File: src/source/fetch_pkg.sv
package fetch_pkg;

    // Address and data widths of the fetch path
    typedef logic [31:0] addr_t;
    typedef logic [31:0] instr_t;
    typedef logic [1:0]  axi_resp_t;

    // Program counter
    localparam addr_t RESET_PC = 32'h1c000000;
    localparam addr_t PC_STEP  = 32'd4;

    // Instruction buffer geometry
    localparam int IBUF_DEPTH = 8;
    localparam int IBUF_PTR_W = 3;
    // One bit wider than the pointers so a full buffer can be counted
    localparam int IBUF_CNT_W = 4;

    // AXI constants
    // Instruction access, secure, unprivileged
    localparam logic [2:0] AXI_PROT_INSTR = 3'b100;
    localparam axi_resp_t  RESP_OKAY      = 2'b00;

    // Read master states
    typedef enum logic [1:0] {
        RD_IDLE,
        RD_ADDR,
        RD_DATA
    } rd_state_t;

endpackage

File: src/source/mem_read_if.sv
`timescale 1ns/1ps

interface mem_read_if
    import fetch_pkg::*;
();

    // Request from the program counter unit
    logic   req_valid;
    addr_t  req_addr;
    logic   req_ready;

    // Response, single cycle pulse
    logic   rsp_valid;
    instr_t rsp_data;
    logic   rsp_err;

    modport requester (
        output req_valid, req_addr,
        input  req_ready, rsp_valid, rsp_data, rsp_err
    );

    modport server (
        input  req_valid, req_addr,
        output req_ready, rsp_valid, rsp_data, rsp_err
    );

endinterface

File: src/source/fetch_buf_if.sv
`timescale 1ns/1ps

interface fetch_buf_if
    import fetch_pkg::*;
();

    // Write side, driven by the program counter unit
    logic                  push;
    addr_t                 push_pc;
    instr_t                push_data;
    logic                  push_fault;
    logic                  flush;

    // Occupancy, used for fetch credit
    logic [IBUF_CNT_W-1:0] count;

    modport producer (
        output push, push_pc, push_data, push_fault, flush,
        input  count
    );

    modport store (
        input  push, push_pc, push_data, push_fault, flush,
        output count
    );

endinterface

File: src/source/axi_read_master.sv
`timescale 1ns/1ps

module axi_read_master
    import fetch_pkg::*;
(
    input  logic       clk,
    input  logic       rst_i,

    mem_read_if.server mem,

    // AXI4-Lite read channels
    output addr_t      araddr_o,
    output logic [2:0] arprot_o,
    output logic       arvalid_o,
    input  logic       arready_i,
    input  instr_t     rdata_i,
    input  axi_resp_t  rresp_i,
    input  logic       rvalid_i,
    output logic       rready_o
);

    rd_state_t state;
    addr_t     addr_q;
    logic      req_fire;
    logic      r_fire;

    logic      rsp_valid_q;
    instr_t    rsp_data_q;
    logic      rsp_err_q;

    // Only one read on the bus at a time
    assign mem.req_ready = (state == RD_IDLE);
    assign req_fire      = mem.req_valid && mem.req_ready;
    assign r_fire        = (state == RD_DATA) && rvalid_i;

    always_ff @(posedge clk) begin
        if (rst_i) begin
            state <= RD_IDLE;
        end else begin
            case (state)
                RD_IDLE: begin
                    if (mem.req_valid) begin
                        state <= RD_ADDR;
                    end
                end
                RD_ADDR: begin
                    if (arready_i) begin
                        state <= RD_DATA;
                    end
                end
                RD_DATA: begin
                    if (rvalid_i) begin
                        state <= RD_IDLE;
                    end
                end
                default: state <= RD_IDLE;
            endcase
        end
    end

    // Address stays stable for the whole AR phase
    always_ff @(posedge clk) begin
        if (req_fire) begin
            addr_q <= mem.req_addr;
        end
    end

    always_ff @(posedge clk) begin
        if (rst_i) begin
            rsp_valid_q <= 1'b0;
        end else begin
            rsp_valid_q <= r_fire;
        end
    end

    // Read data and error flag, captured on the R handshake
    always_ff @(posedge clk) begin
        if (r_fire) begin
            rsp_data_q <= rdata_i;
            rsp_err_q  <= (rresp_i != RESP_OKAY);
        end
    end

    assign araddr_o  = addr_q;
    assign arprot_o  = AXI_PROT_INSTR;
    assign arvalid_o = (state == RD_ADDR);
    assign rready_o  = (state == RD_DATA);

    assign mem.rsp_valid = rsp_valid_q;
    assign mem.rsp_data  = rsp_data_q;
    assign mem.rsp_err   = rsp_err_q;

endmodule

File: src/source/pc_gen.sv
`timescale 1ns/1ps

module pc_gen
    import fetch_pkg::*;
(
    input  logic           clk,
    input  logic           rst_i,

    // Backend redirect
    input  logic           redirect_valid_i,
    input  addr_t          redirect_pc_i,

    mem_read_if.requester  mem,
    fetch_buf_if.producer  buf_o
);

    addr_t                 pc;
    addr_t                 inflight_pc;
    logic                  redir_q;
    logic                  stale;
    logic [IBUF_CNT_W-1:0] outstanding;
    logic [IBUF_CNT_W-1:0] credit_used;
    logic                  req_fire;

    // Entries held plus reads that will still land in the buffer
    assign credit_used   = buf_o.count + outstanding;
    assign mem.req_valid = (credit_used < IBUF_CNT_W'(IBUF_DEPTH));
    assign mem.req_addr  = pc;
    assign req_fire      = mem.req_valid && mem.req_ready;

    // Redirect takes priority over sequential advance
    always_ff @(posedge clk) begin
        if (rst_i) begin
            pc <= RESET_PC;
        end else if (redirect_valid_i) begin
            pc <= {redirect_pc_i[31:2], 2'b00};
        end else if (req_fire) begin
            pc <= pc + PC_STEP;
        end
    end

    always_ff @(posedge clk) begin
        if (rst_i) begin
            redir_q <= 1'b0;
        end else begin
            redir_q <= redirect_valid_i;
        end
    end

    // Reads issued but not yet answered
    always_ff @(posedge clk) begin
        if (rst_i) begin
            outstanding <= '0;
        end else begin
            case ({req_fire, mem.rsp_valid})
                2'b10:   outstanding <= outstanding + 1'b1;
                2'b01:   outstanding <= outstanding - 1'b1;
                default: outstanding <= outstanding;
            endcase
        end
    end

    // At most one read in flight, so one flag covers it
    always_ff @(posedge clk) begin
        if (rst_i) begin
            stale <= 1'b0;
        end else if (redir_q) begin
            // A response arriving right now is dropped below instead
            stale <= (outstanding != '0) && !mem.rsp_valid;
        end else if (mem.rsp_valid) begin
            stale <= 1'b0;
        end
    end

    // Address of the read on the bus, paired with its response
    always_ff @(posedge clk) begin
        if (req_fire) begin
            inflight_pc <= pc;
        end
    end

    assign buf_o.push       = mem.rsp_valid && !stale && !redir_q;
    assign buf_o.push_pc    = inflight_pc;
    assign buf_o.push_data  = mem.rsp_data;
    assign buf_o.push_fault = mem.rsp_err;
    assign buf_o.flush      = redir_q;

endmodule

File: src/source/instr_buffer.sv
`timescale 1ns/1ps

module instr_buffer
    import fetch_pkg::*;
(
    input  logic       clk,
    input  logic       rst_i,

    fetch_buf_if.store buf_i,

    // Backend side
    output logic       instr_valid_o,
    output addr_t      instr_pc_o,
    output instr_t     instr_data_o,
    output logic       instr_fault_o,
    input  logic       instr_ready_i
);

    // Entry storage
    addr_t                 pc_mem    [IBUF_DEPTH];
    instr_t                data_mem  [IBUF_DEPTH];
    logic                  fault_mem [IBUF_DEPTH];

    logic [IBUF_PTR_W-1:0] wr_ptr;
    logic [IBUF_PTR_W-1:0] rd_ptr;
    logic [IBUF_CNT_W-1:0] count;
    logic                  pop;

    assign pop = instr_valid_o && instr_ready_i;

    // Pointers wrap naturally, depth is a power of two
    always_ff @(posedge clk) begin
        if (rst_i) begin
            wr_ptr <= '0;
            rd_ptr <= '0;
            count  <= '0;
        end else if (buf_i.flush) begin
            wr_ptr <= '0;
            rd_ptr <= '0;
            count  <= '0;
        end else begin
            if (buf_i.push) begin
                wr_ptr <= wr_ptr + 1'b1;
            end
            if (pop) begin
                rd_ptr <= rd_ptr + 1'b1;
            end
            case ({buf_i.push, pop})
                2'b10:   count <= count + 1'b1;
                2'b01:   count <= count - 1'b1;
                default: count <= count;
            endcase
        end
    end

    // Producer never pushes into a full buffer
    always_ff @(posedge clk) begin
        if (buf_i.push && !buf_i.flush) begin
            pc_mem[wr_ptr]    <= buf_i.push_pc;
            data_mem[wr_ptr]  <= buf_i.push_data;
            fault_mem[wr_ptr] <= buf_i.push_fault;
        end
    end

    assign buf_i.count = count;

    // Head of the queue
    assign instr_valid_o = (count != '0);
    assign instr_pc_o    = pc_mem[rd_ptr];
    assign instr_data_o  = data_mem[rd_ptr];
    assign instr_fault_o = fault_mem[rd_ptr];

endmodule

File: src/source/fetch_top.sv
`timescale 1ns/1ps

module fetch_top
    import fetch_pkg::*;
(
    input  logic       clk,
    input  logic       rst_i,

    // Redirect from the backend
    input  logic       redirect_valid_i,
    input  addr_t      redirect_pc_i,

    // AXI4-Lite read master
    output addr_t      araddr_o,
    output logic [2:0] arprot_o,
    output logic       arvalid_o,
    input  logic       arready_i,
    input  instr_t     rdata_i,
    input  axi_resp_t  rresp_i,
    input  logic       rvalid_i,
    output logic       rready_o,

    // Instructions to the backend
    output logic       instr_valid_o,
    output addr_t      instr_pc_o,
    output instr_t     instr_data_o,
    output logic       instr_fault_o,
    input  logic       instr_ready_i
);

    // PC unit <-> AXI master
    mem_read_if  mem_rd ();

    // PC unit <-> instruction buffer
    fetch_buf_if fbuf ();

    axi_read_master u_axi_read_master (
        .clk       (clk),
        .rst_i     (rst_i),
        .mem       (mem_rd.server),
        .araddr_o  (araddr_o),
        .arprot_o  (arprot_o),
        .arvalid_o (arvalid_o),
        .arready_i (arready_i),
        .rdata_i   (rdata_i),
        .rresp_i   (rresp_i),
        .rvalid_i  (rvalid_i),
        .rready_o  (rready_o)
    );

    pc_gen u_pc_gen (
        .clk              (clk),
        .rst_i            (rst_i),
        .redirect_valid_i (redirect_valid_i),
        .redirect_pc_i    (redirect_pc_i),
        .mem              (mem_rd.requester),
        .buf_o            (fbuf.producer)
    );

    instr_buffer u_instr_buffer (
        .clk           (clk),
        .rst_i         (rst_i),
        .buf_i         (fbuf.store),
        .instr_valid_o (instr_valid_o),
        .instr_pc_o    (instr_pc_o),
        .instr_data_o  (instr_data_o),
        .instr_fault_o (instr_fault_o),
        .instr_ready_i (instr_ready_i)
    );

endmodule

File: config.mk
export PLATFORM = sky130hd
export DESIGN_NAME = fetch_top
export DESIGN_NICKNAME = d
export VERILOG_FILES = /design/src/source/fetch_pkg.sv /design/src/source/mem_read_if.sv /design/src/source/fetch_buf_if.sv /design/src/source/axi_read_master.sv /design/src/source/pc_gen.sv /design/src/source/instr_buffer.sv /design/src/source/fetch_top.sv
export SDC_FILE = /design/constraint.sdc
export NUM_CORES = 1
export LEC_CHECK = 0
export BUFFER_PORTS_ARGS = -buffer_cell sky130_fd_sc_hd__buf_2
export CORE_ASPECT_RATIO = 1.1
export CORE_UTILIZATION = 64
export DETAILED_ROUTE_END_ITERATION = 8
export PLACE_DENSITY_LB_ADDON = 0.3
export SYNTH_ARGS = -nofsm -noshare
export SYNTH_HDL_FRONTEND = slang
export SYNTH_SLANG_ARGS = --single-unit
File: constraint.sdc
create_clock -name clk -period 10 [get_ports clk]
set_clock_uncertainty 0.05 [all_clocks]
set_input_delay 1 -clock clk [delete_from_list [all_inputs] [get_ports clk]]
set_output_delay 1 -clock clk [all_outputs]
set_load 0.02 [all_outputs]
==> flow_summary.rst, run 1 <==
.. list-table::
   :header-rows: 1

   * - Metric
     - Value
   * - Result of the run
     - complete, no violations
   * - Number of levels in the clock H-tree
     - 2
   * - Overall routing resource usage
     - 25.7%
   * - Sequential share of the synthesized area
     - 76.4%
   * - Slew at the pin closest to its max-slew limit
     - 1270 ps
   * - Die Height
     - 204 µm
   * - Final worst slack
     - 5530 ps
   * - Hold crit path type
     - flip-flop to flip-flop
   * - Crit path DAT
     - 3420 ps
   * - PortBufs
     - 165
   * - Cell area after technology mapping
     - 23600 µm²
   * - Power density cells
     - 193 nW/µm²
   * - Final wirelength
     - 47000 µm
   * - CTS sink cnt
     - 619
   * - Final critical-path required period
     - 4470 ps
   * - Die area
     - 37700 µm²
   * - Worst endpoint required time
     - 8950 ps
   * - Count of non-filler cells in the finished layout
     - 1862
   * - Peak supply drop
     - 0.156 mV
   * - Startpoint class of the critical path
     - flip-flop
   * - Maximum number of pins on one net before global-route repair
     - 73
   * - Number of nets in the layout
     - 1408
   * - Via count of the first global-routing pass
     - 11900
   * - Category of the most critical setup path
     - flip-flop to output pin
   * - Core outline area
     - 36300 µm²
   * - Smallest hold slack
     - 428 ps
   * - Number of placed cells counting well taps
     - 1752
   * - Post-layout utilization of the core
     - 74.1%
   * - Routed wire per std cell
     - 25.2 µm
   * - Synthesized-area fraction occupied by adder cells
     - 0.667%
   * - Post-synth EDFFs
     - 567
   * - Final worst path period share
     - 44.7%
   * - Dominant combinational cell family by area after synthesis
     - multiplexers
   * - Flops & latches, synth
     - 619
   * - Count of TritonRoute iterations in the first routing pass
     - 5
   * - Most frequent cells in the layout
     - edfxtp_1 (567), buf_2 (165), mux4_2 (126)
   * - Commonest non-fill, non-tap cell in the layout
     - edfxtp_1
   * - Count of hold buffers inserted by post-cts repair
     - 0
   * - Compound-gate portion of the synthesized area
     - 2.62%
   * - Synth Flop Type
     - edfxtp_1
   * - Number of design-rule violations left by the first detailed-router iteration
     - 1040
   * - Number of antenna violations at the first check in global routing
     - 3
   * - Launch point of the worst hold path
     - u_pc_gen.mem.req_addr[9]
   * - Number of max-slew violations in the final report
     - 0
   * - Post-cts repair resize count
     - 0
   * - Maximum fanout encountered on the critical timing path
     - 53
   * - Non-Filler Cell Area, Final
     - 26900 µm²
   * - Synthesis warning total
     - 0
   * - TritonCTS clock tree
     - yes
   * - Weighted congestion reported at the end of routability-driven placement
     - 0.832
   * - Maxcap violations
     - 0
   * - Post-Place Worst Slack
     - 6030 ps
   * - Endpoint class of the critical path
     - output pin
   * - Startpoint of the lowest-slack register-to-register path
     - u_axi_read_master.mem.rsp_valid
   * - Total power consumption of the routed design
     - 5.19 mW
   * - Synth-to-layout area growth
     - 13.7%
   * - Critical path's largest stage delay
     - 930 ps
   * - TNS Setup
     - 0 ps
   * - Total vias in the final route
     - 11500
   * - Clock transition at the register clock pins on the worst setup and hold paths after CTS
     - 60 ps
   * - Critical-path top delay cell
     - buf_4
   * - Clock buffer count from CTS
     - 57
   * - Wire length of the first global-routing pass
     - 70400 µm
   * - Parity-gate share of the synthesized area counting xor and xnor cells
     - 1.19%
   * - Detailed placement HPWL
     - 24400 µm
   * - Endpoints failing hold
     - 0
   * - Number of distinct library cell variants in the gate-level netlist after synthesis
     - 52
   * - Leak pwr
     - 8.73 nW
   * - Placement-stage cell area
     - 25000 µm²
   * - Crit-path cells
     - buf_4 > mux4_2 > mux2_2 > buf_2
   * - Post-CTS setup buffer count
     - 0
   * - Remaining Overflow, GRT
     - 0
   * - Die extent in x
     - 185 µm
   * - Skew-Pair Late Insertion Delay
     - 580 ps
   * - Master cell of the clock root buffer
     - clkbuf_16
   * - Initial Utilization
     - 65.2%
   * - Share of async-settable or async-resettable flops after synthesis
     - 0%
   * - Num ports
     - 175
   * - Ratio of cells with drive above 1 in the final layout
     - 34.5%
   * - DRT antenna net count
     - 0
   * - Final setup vio count
     - 0
   * - Cell count after synthesis
     - 1135
   * - Cell row count
     - 73
   * - Unrepaired setup endpoints after global routing
     - false
   * - Worst slew slack as a fraction of its limit
     - 15.0%
   * - Buffer levels on the longest clock path
     - 3
   * - DRC errors left
     - 0
   * - Vias per inst
     - 6.18
   * - Post-Synth Simple-Gate Area
     - 2.64%
   * - Mean cell area of the mapped netlist
     - 20.8 µm²
   * - Highest Clock Rate
     - 224 MHz
   * - Portion of netlist area occupied by mux cells
     - 15.1%
worst max-delay path: cells and delay by family, from the launching register on:
| kind | cells | cell delay, ps |
|---|---|---|
| buf+inv | 2 | 1090 |
| flops | 1 | 740 |
| mux | 2 | 940 |
final cells by class:
type / instances / area (µm²)
clock inverters: 32 / 268
inverters: 17 / 63.8
flip-flops and latches: 619 / 18100
multi-input cells: 447 / 5330
fillers: 2036 / 9380
diodes: 3 / 7.51
repair buffers: 182 / 953
well taps: 487 / 609
clock buffers: 75 / 1580
layer usage:
layer,GRT usage (%),wire [µm],up-vias
li1,-,-,5016
met1,35.5,19000,5979
met2,42.3,23700,440
met3,4.32,3180,71
met4,8.03,1080,2
met5,0,10,-
cells in the mapped netlist, types with 3 or more instances:
master	count	share of area, %
a211oi_1	13	0.41
a21oi_1	20	0.42
a22o_1	4	0.15
a311oi_1	3	0.11
and2_1	4	0.11
and3_1	4	0.11
and4_1	4	0.15
buf_1	3	0.048
buf_2	9	0.19
buf_4	7	0.22
clkbuf_1	38	0.60
dfxtp_1	52	4.4
edfxtp_1	567	72
ha_1	11	0.58
inv_1	17	0.27
mux2_2	63	3.0
mux4_2	126	12
nand2_1	16	0.25
nand2b_1	5	0.13
nand3_1	7	0.15
nor2_1	46	0.73
nor2b_1	4	0.11
nor3_1	4	0.085
nor3b_1	4	0.13
nor4_1	4	0.11
o2111ai_1	12	0.44
o211ai_1	5	0.16
o21a_1	5	0.16
o21ai_0	12	0.25
or3_1	4	0.11
or4_1	4	0.13
xnor2_1	14	0.52
xor2_1	18	0.67
path summary, 6_finish.rpt:
check        cells past startpoint                          end  slack, ps
min reg2reg                      0    u_pc_gen.buf_o.push_pc[9]        430
min                              0    u_pc_gen.buf_o.push_pc[9]        430
max reg2reg                      4  u_instr_buffer.pc_mem[6][5]       6450
max                              4               instr_pc_o[24]       5530
cells by family after synthesis:
group,after synthesis
AOI/OAI and AO/OA,86
xor gates and xnor gates,32
adders and majority gates,12
buffers and inverters,74
DFF,619
muxes,191
other,2
and+or+nand+nor,119
report_power, final:
group          internal (mW)  switching (mW)  leakage (nW)
clock network           1.21           0.902         0.907
logic                 0.0487          0.0867          2.24
registers               2.88          0.0661          5.58
total                   4.14            1.06          8.73
flip-flops by register name, indices dropped and copies added (netlist names), named ones only:
signal	count
u_axi_read_master.mem.rsp_err	1
u_instr_buffer.wr_ptr	3
u_pc_gen.stale	1
u_pc_gen.mem.req_addr	30
u_pc_gen.buf_o.flush	1
u_instr_buffer.buf_i.count	4
u_instr_buffer.fault_mem	8
u_instr_buffer.pc_mem	240
u_instr_buffer.data_mem	256
u_pc_gen.outstanding	4
u_axi_read_master.state	2
u_pc_gen.buf_o.push_pc	30
u_axi_read_master.mem.rsp_valid	1
u_axi_read_master.mem.rsp_data	32
u_instr_buffer.rd_ptr	3
Note: power is estimated with default switching activity, not from simulation.
==> run 2, diff against run 1 <==
--- a/config.mk
+++ b/config.mk
@@ -5,9 +5,10 @@
 export SDC_FILE = /design/constraint.sdc
 export NUM_CORES = 1
 export LEC_CHECK = 0
+export ABC_AREA = 1
 export BUFFER_PORTS_ARGS = -buffer_cell sky130_fd_sc_hd__buf_2
 export CORE_ASPECT_RATIO = 1.1
-export CORE_UTILIZATION = 64
+export CORE_UTILIZATION = 54
 export DETAILED_ROUTE_END_ITERATION = 8
 export PLACE_DENSITY_LB_ADDON = 0.3
 export SYNTH_ARGS = -nofsm -noshare
==> constraint.sdc (replaced) <==
create_clock -name clk -period 4.1 [get_ports clk]
set_clock_uncertainty 0.05 [all_clocks]
set_input_delay 0.41 -clock clk [delete_from_list [all_inputs] [get_ports clk]]
set_output_delay 0.41 -clock clk [all_outputs]
set_load 0.02 [all_outputs]
==> flow_summary.rst, run 2 <==
.. list-table::
   :header-rows: 1

   * - Metric
     - Value
   * - Result of the run
     - complete, but fails checks
   * - Violated checks
     - DRC
   * - TritonCTS clock tree
     - yes
   * - DRT antenna net count
     - 0 (unchanged)
   * - Number of levels in the clock H-tree
     - 2 (unchanged)
   * - Overall routing resource usage
     - 24.3% (-1.4 points)
   * - Clock transition at the register clock pins on the worst setup and hold paths after CTS
     - 60 ps (about the same)
   * - Number of distinct library cell variants in the gate-level netlist after synthesis
     - 36 (-31%)
   * - Count of inserted antenna diode cells
     - 0 (-3)
   * - Initial Utilization
     - 54.6% (-11 points)
   * - Library cell with the highest instance count after synthesis
     - edfxtp_1
   * - Unrepaired setup endpoints after global routing
     - false
   * - Fraction of synthesized cell area taken by the top area cell type
     - 68.4% (-3.6 points)
   * - Wire length of the first global-routing pass
     - 86300 µm (+23%)
   * - TNS Setup
     - 0 ps (unchanged)
   * - Flops & latches, synth
     - 619 (unchanged)
   * - Maximum fanout encountered on the critical timing path
     - 214 (+300%)
   * - Number of design-rule violations left by the first detailed-router iteration
     - 1492 (+43%)
   * - Final wirelength
     - 56600 µm (+20%)
   * - Register with the most flip-flops
     - u_instr_buffer.data_mem
   * - Endpoint class of the critical path
     - output pin
   * - Core outline area
     - 45600 µm² (+26%)
   * - Master cell of the clock root buffer
     - clkbuf_16
   * - Vias per inst
     - 5.68 (-8.1%)
   * - Total vias in the final route
     - 16200 (+40%)
   * - Number of max-slew violations in the final report
     - 0 (unchanged)
   * - Die Height
     - 227 µm (+12%)
   * - Startpoint class of the critical path
     - flip-flop
   * - Synth-to-layout area growth
     - 15.0%
   * - Maximum number of pins on one net before global-route repair
     - 215 (+190%)
   * - Clock buffer count from CTS
     - 60 (+5.3%)
   * - Post-layout utilization of the core
     - 62.8% (-11 points)
   * - Number of antenna violations at the first check in global routing
     - 0 (-3)
   * - Most instantiated cells after synthesis
     - edfxtp_1 (567), nor2_1 (489), nand2_1 (321)
   * - Remaining Overflow, GRT
     - 0 (unchanged)
   * - Category of the most critical setup path
     - flip-flop to output pin
   * - Count of TritonRoute iterations in the first routing pass
     - 9 (+4)
   * - Cell row count
     - 82 (+12%)
   * - Crit path DAT
     - 3040 ps (-380 ps)
   * - Slew at the pin closest to its max-slew limit
     - 1040 ps (-235 ps)
   * - Num ports
     - 175 (unchanged)
   * - Cell count after synthesis
     - 2023 (+78%)
   * - Synthesis warning total
     - 0 (unchanged)
   * - Cell area after technology mapping
     - 24900 µm² (+5.3%)
   * - Count of hold buffers inserted by post-cts repair
     - 38 (+38)
   * - Number of flip-flops in the largest register
     - 256 (unchanged)
   * - Buffer levels on the longest clock path
     - 3 (unchanged)
   * - CTS sink cnt
     - 619 (unchanged)
   * - Top layer reached by signal wires
     - met4
   * - Peak supply drop
     - 0.423 mV (+170%)
   * - Most frequent cells in the layout
     - edfxtp_1 (567), nor2_1 (481), nand2_1 (321)
   * - Post-CTS setup buffer count
     - 0 (unchanged)
   * - Mean cell area of the mapped netlist
     - 12.3 µm² (-41%)
   * - Final critical-path required period
     - 3500 ps
   * - Ratio of cells with drive above 1 in the final layout
     - 14.4% (-20 points)
   * - Smallest hold slack
     - 46.3 ps (-382 ps)
   * - Worst slew slack as a fraction of its limit
     - 30.9% (+16 points)
   * - DRC errors left
     - 4 (+4)
   * - Skew-Pair Late Insertion Delay
     - 640 ps (+60 ps)
   * - Final setup vio count
     - 0 (unchanged)
   * - Metal1 wirelength
     - 23300 µm (+23%)
   * - Hold crit path type
     - primary input to flip-flop
   * - Commonest non-fill, non-tap cell in the layout
     - edfxtp_1
   * - Detailed placement HPWL
     - 30900 µm (+27%)
   * - Routed wl met2
     - 27600 µm (+17%)
   * - Area leader, netlist
     - edfxtp_1
   * - Routed wire per std cell
     - 19.9 µm (-21%)
   * - Leak pwr
     - 10.1 nW (+16%)
   * - Sequential share of the synthesized area
     - 72.6% (-3.9 points)
   * - Highest Clock Rate
     - 286 MHz
   * - Power density cells
     - 503 nW/µm² (+160%)
   * - Worst endpoint required time
     - 3640 ps (-5310 ps)
   * - Endpoints failing hold
     - 0 (unchanged)
   * - Post-cts repair resize count
     - 0 (unchanged)
   * - Area contributors post-synth
     - edfxtp_1 (68%), nor2_1 (7.4%), nand2_1 (4.8%)
   * - Share of async-settable or async-resettable flops after synthesis
     - 0% (unchanged)
   * - Final worst path period share
     - 85.3%
   * - Via count of the first global-routing pass
     - 15700 (+32%)
   * - Maxcap violations
     - 0 (unchanged)
   * - Number of nets in the layout
     - 2288 (+63%)
   * - Synth Flop Type
     - edfxtp_1
   * - Post-synth EDFFs
     - 567 (unchanged)
   * - Die area
     - 47000 µm² (+25%)
   * - Weighted congestion reported at the end of routability-driven placement
     - 0.904 (+8.6%)
   * - PortBufs
     - 165 (unchanged)
   * - Die extent in x
     - 207 µm (+12%)
   * - Metal3 WL
     - 3960 µm (+25%)
-- run 2: cell types whose count changed in the layout (fill, tap and decap cells not counted), sizes merged, moves of 9 or more --
cell | before | now
inv | 20 | 59
o21ai | 12 | 158
o2111ai | 13 | 0
nand2 | 16 | 328
mux4 | 126 | 0
mux2 | 63 | 0
dlygate4sd3 | 0 | 38
a211oi | 13 | 0
clkbuf | 75 | 84
buf | 182 | 192
a21oi | 20 | 33
o32ai | 0 | 126
nand3 | 7 | 31
nor2 | 46 | 500
-- run 2: worst max-delay path: stages (launching register included) --
cell,delay [ps]
dfxtp_4,640
buf_12,690
nor2_1,140
o32ai_1,330
nand2_1,90
nand2_1,180
buf_2,190
-- run 2: per-stage QoR --
step	power, mW	worst slack (ps)	instances	area [µm²]
global route	14.9	401	2844	28600
global placement	8.99	1340	2692	26300
detailed placement	9.05	1280	2692	26300
finish	14.4	605	2844	28600
CTS	14.5	610	2844	28600
floorplan	8.50	64.3	2028	24900
-- run 2: per-layer routing --
metal	vias to the layer above	global-route usage [%]
met4	0	8.43
met3	117	4.41
met2	575	39.6
li1	7548	-
met5	-	0
met1	7922	32.9
-- run 2: cell families (layout without fill, tap and decap cells) --
logic type,count (synthesis),in the layout,synth area share [%]
xor gates and xnor gates,22,22,0.774
DFF,619,619,72.6
and+or+nand+nor,880,880,14.3
buffers and inverters,171,399,3.43
AOI/OAI and AO/OA,317,317,8.27
other,2,7,0.0302
adders and majority gates,12,12,0.633
-- run 2: power by group --
part	leakage (nW)	internal, mW	total [mW]	switching, mW
clock	0.943	3.10	5.45	2.34
sequential	5.58	7.16	7.48	0.316
combinational	3.60	0.486	1.47	0.982
-- run 2: final cells by class --
class | count | area, µm²
inverters | 55 | 216
clock buffers | 84 | 1620
flip-flops and latches | 619 | 18100
clock inverters | 30 | 338
multi-input cells | 1238 | 6050
fillers | 3441 | 16900
repair buffers | 230 | 1570
well taps | 588 | 736
-- run 2: final timing paths --
| kind | depth (start not counted) | startpoint | slack, ps | to |
|---|---|---|---|---|
| min | 5 | redirect_pc_i[18] | 50 | u_pc_gen.mem.req_addr[18] |
| max | 6 | flip-flop | 600 | instr_pc_o[23] |
| max reg2reg | 14 | u_pc_gen.outstanding[1] | 1270 | u_pc_gen.outstanding[2] |
| min reg2reg | 2 | u_instr_buffer.rd_ptr[2] | 410 | flip-flop |
==> run 3, diff against run 2 <==
--- a/config.mk
+++ b/config.mk
@@ -8,8 +8,9 @@
 export ABC_AREA = 1
 export BUFFER_PORTS_ARGS = -buffer_cell sky130_fd_sc_hd__buf_2
 export CORE_ASPECT_RATIO = 1.1
-export CORE_UTILIZATION = 54
+export CORE_UTILIZATION = 64
 export DETAILED_ROUTE_END_ITERATION = 8
+export GPL_TIMING_DRIVEN = 0
 export PLACE_DENSITY_LB_ADDON = 0.3
 export SYNTH_ARGS = -nofsm -noshare
 export SYNTH_HDL_FRONTEND = slang
==> constraint.sdc (replaced) <==
create_clock -name clk -period 4.15 [get_ports clk]
set_clock_uncertainty 0.05 [all_clocks]
set_input_delay 0.415 -clock clk [delete_from_list [all_inputs] [get_ports clk]]
set_output_delay 0.415 -clock clk [all_outputs]
set_load 0.02 [all_outputs]
==> flow_summary.rst, run 3 (synthesized netlist as in run 2, its figures left out) <==
.. list-table::
   :header-rows: 1

   * - Metric
     - Value
   * - Most frequent cells in the layout
     - edfxtp_1 (567), nor2_1 (481), nand2_1 (321)
   * - Ratio of cells with drive above 1 in the final layout
     - 15.8% (+1.4 points)
   * - Cell row count
     - 75 (-8.5%)
   * - Count of inserted antenna diode cells
     - 0 (unchanged)
   * - Unrepaired setup endpoints after global routing
     - false
   * - Weighted congestion reported at the end of routability-driven placement
     - 0.905 (+0.13%)
   * - Endpoint class of the critical path
     - output pin
   * - Met1 demand-to-capacity share in global routing
     - 40.9% (+8.0 points)
   * - Post-Place Worst Slack
     - 1320 ps (+41.6 ps)
   * - Final worst slack
     - 685 ps (+80.1 ps)
   * - Final setup vio count
     - 0 (unchanged)
   * - Worst endpoint required time
     - 3680 ps (+40 ps)
   * - Clock buffer count from CTS
     - 58 (-3.3%)
   * - Total power consumption of the routed design
     - 14.2 mW (-1.2%)
   * - Crit-path cells
     - buf_2 > buf_2 > clkbuf_1 > o21ai_0 > o32ai_1 > nand2_1 > nand2_1 > buf_2
   * - Vias per inst
     - 6.15 (+8.3%)
   * - PortBufs
     - 163 (-1.2%)
   * - Worst reg2reg setup slack
     - 1290 ps (+20 ps)
   * - Met3 global-route usage
     - 6.97% (+2.6 points)
   * - Leak pwr
     - 10.4 nW (+2.5%)
   * - DRT antenna net count
     - 0 (unchanged)
   * - Master cell of the clock root buffer
     - clkbuf_16
   * - Highest Clock Rate
     - 289 MHz
   * - Total vias in the final route
     - 17500 (+8.6%)
   * - Count of TritonRoute iterations in the first routing pass
     - 7 (-2)
   * - Routed wire per std cell
     - 22.6 µm (+13%)
   * - Number of max-slew violations in the final report
     - 0 (unchanged)
   * - DRC errors left
     - 0 (-4)
   * - CTS sink cnt
     - 619 (unchanged)
   * - Result of the run
     - complete, no violations
   * - Detailed placement HPWL
     - 40500 µm (+31%)
   * - Number of levels in the clock H-tree
     - 2 (unchanged)
   * - Hold endpoint
     - u_axi_read_master.mem.rsp_err
   * - Layout filler cell count
     - 2290 (-33%)
   * - Startpoint of the lowest-slack register-to-register path
     - u_pc_gen.outstanding[2]
   * - Maxcap violations
     - 0 (unchanged)
   * - Hold crit path type
     - primary input to flip-flop
   * - Skew-Pair Late Insertion Delay
     - 600 ps (-40 ps)
   * - Final critical-path required period
     - 3470 ps
   * - Final wirelength
     - 64400 µm (+14%)
   * - Core outline area
     - 38200 µm² (-16%)
   * - Number of flip-flops in the largest register
     - 256 (unchanged)
   * - Number of antenna violations at the first check in global routing
     - 0 (unchanged)
   * - Initial Utilization
     - 65.2% (+11 points)
   * - Destination of the worst register-to-register timing path
     - u_pc_gen.buf_o.push_pc[29]
   * - Register with the most flip-flops
     - u_instr_buffer.data_mem
   * - Clock transition at the register clock pins on the worst setup and hold paths after CTS
     - 60 ps (about the same)
   * - Wire length of the first global-routing pass
     - 96700 µm (+12%)
   * - Commonest non-fill, non-tap cell in the layout
     - edfxtp_1
   * - Maximum number of pins on one net before global-route repair
     - 31 (-86%)
   * - Number of design-rule violations left by the first detailed-router iteration
     - 2143 (+44%)
   * - TritonCTS clock tree
     - yes
   * - Worst slew slack as a fraction of its limit
     - 25.5% (-5.3 points)
   * - Overall routing resource usage
     - 32.6% (+8.4 points)
   * - Depth of the worst register-to-register path
     - 7 (-7)
   * - Hold Crit Depth
     - 2 (-3)
   * - Smallest hold slack
     - 23.8 ps (-22.5 ps)
   * - Critical path's largest stage delay
     - 500 ps (-190 ps)
   * - Peak supply drop
     - 0.461 mV (+8.9%)
   * - Critical-path top delay cell
     - clkbuf_1
   * - Area used by multi-input combinational logic
     - 6050 µm² (unchanged)
   * - Via count of the first global-routing pass
     - 17500 (+11%)
   * - Count of hold buffers inserted by post-cts repair
     - 33 (-13%)
   * - Post-cts repair resize count
     - 0 (unchanged)
   * - Number of nets in the layout
     - 2388 (+4.4%)
   * - GRT busiest layer
     - met2
   * - Die extent in x
     - 190 µm (-8.1%)
   * - Maximum fanout encountered on the critical timing path
     - 10 (-95%)
   * - Sequential cell area
     - 18100 µm² (about the same)
   * - Buffer levels on the longest clock path
     - 3 (unchanged)
   * - Post-CTS setup buffer count
     - 0 (unchanged)
   * - Power density cells
     - 490 nW/µm² (-2.6%)
   * - Crit path DAT
     - 3000 ps (-40 ps)
   * - Endpoints failing hold
     - 0 (unchanged)
   * - Die area
     - 39700 µm² (-15%)
   * - Die Height
     - 209 µm (-8.1%)
   * - Launch point of the worst hold path
     - rresp_i[0]
   * - Num ports
     - 175 (unchanged)
   * - Startpoint class of the critical path
     - flip-flop
   * - Final worst path period share
     - 83.5%
   * - Slew at the pin closest to its max-slew limit
     - 1120 ps (+78.7 ps)
   * - Category of the most critical setup path
     - flip-flop to output pin
   * - Remaining Overflow, GRT
     - 0 (unchanged)
   * - Synth-to-layout area growth
     - 16.6%
   * - Global-route met2 utilization
     - 54.5% (+15 points)
   * - Top cell by count, worst path
     - buf_2
==> run 3: layout make-up <==
type | count | area share (%)
Buffer | 116 | 2.22
Tap cell | 500 | 2.16
Clock buffer | 83 | 5.86
Sequential cell | 619 | 62.2
Clock inverter | 25 | 0.621
Timing Repair Buffer | 216 | 5.32
Inverter | 55 | 0.729
Multi-Input combinational cell | 1238 | 20.9
==> run 3: worst max-delay path, delay by kind of cell (launching register included) <==
family | cells | cell delay, ps
DFF | 1 | 310
and+or+nand+nor | 2 | 250
buffers and inverters | 4 | 1400
AOI/OAI and AO/OA | 2 | 430
==> run 3: through the flow <==
stage	area (µm²)	instances	util (%)	TNS, ps
after floorplan	24900	2028	-	0
after global placement	26400	2691	69.0	-1190940
after detailed placement	26800	2711	70.2	0
after CTS	29000	2852	76.0	0
after global routing	29000	2852	76.0	0
final	29000	2852	76.0	0
==> run 3: layer usage <==
layer | vias up | wire length (µm)
li1 | 7754 | -
met3 | 186 | 7240
met2 | 1207 | 31900
met4 | 0 | 2600
met5 | - | 0
met1 | 8398 | 22700
==> run 3: worst max path at each step <==
stage / end / slack (ps)
finish: instr_data_o[28] / 680
global route: instr_pc_o[17] / 620
CTS: instr_pc_o[17] / 750
detailed placement: u_pc_gen.buf_o.push_pc[25] / 1320
global placement: u_instr_buffer.data_mem[3][9] / -2520
floorplan: u_instr_buffer.data_mem[1][0] / 110
==> run 3: report_power, final <==
| group | total (mW) | internal [mW] | switching, mW |
|---|---|---|---|
| clock network | 5.20 | 2.97 | 2.23 |
| registers | 7.35 | 7.08 | 0.277 |
| logic | 1.66 | 0.528 | 1.13 |
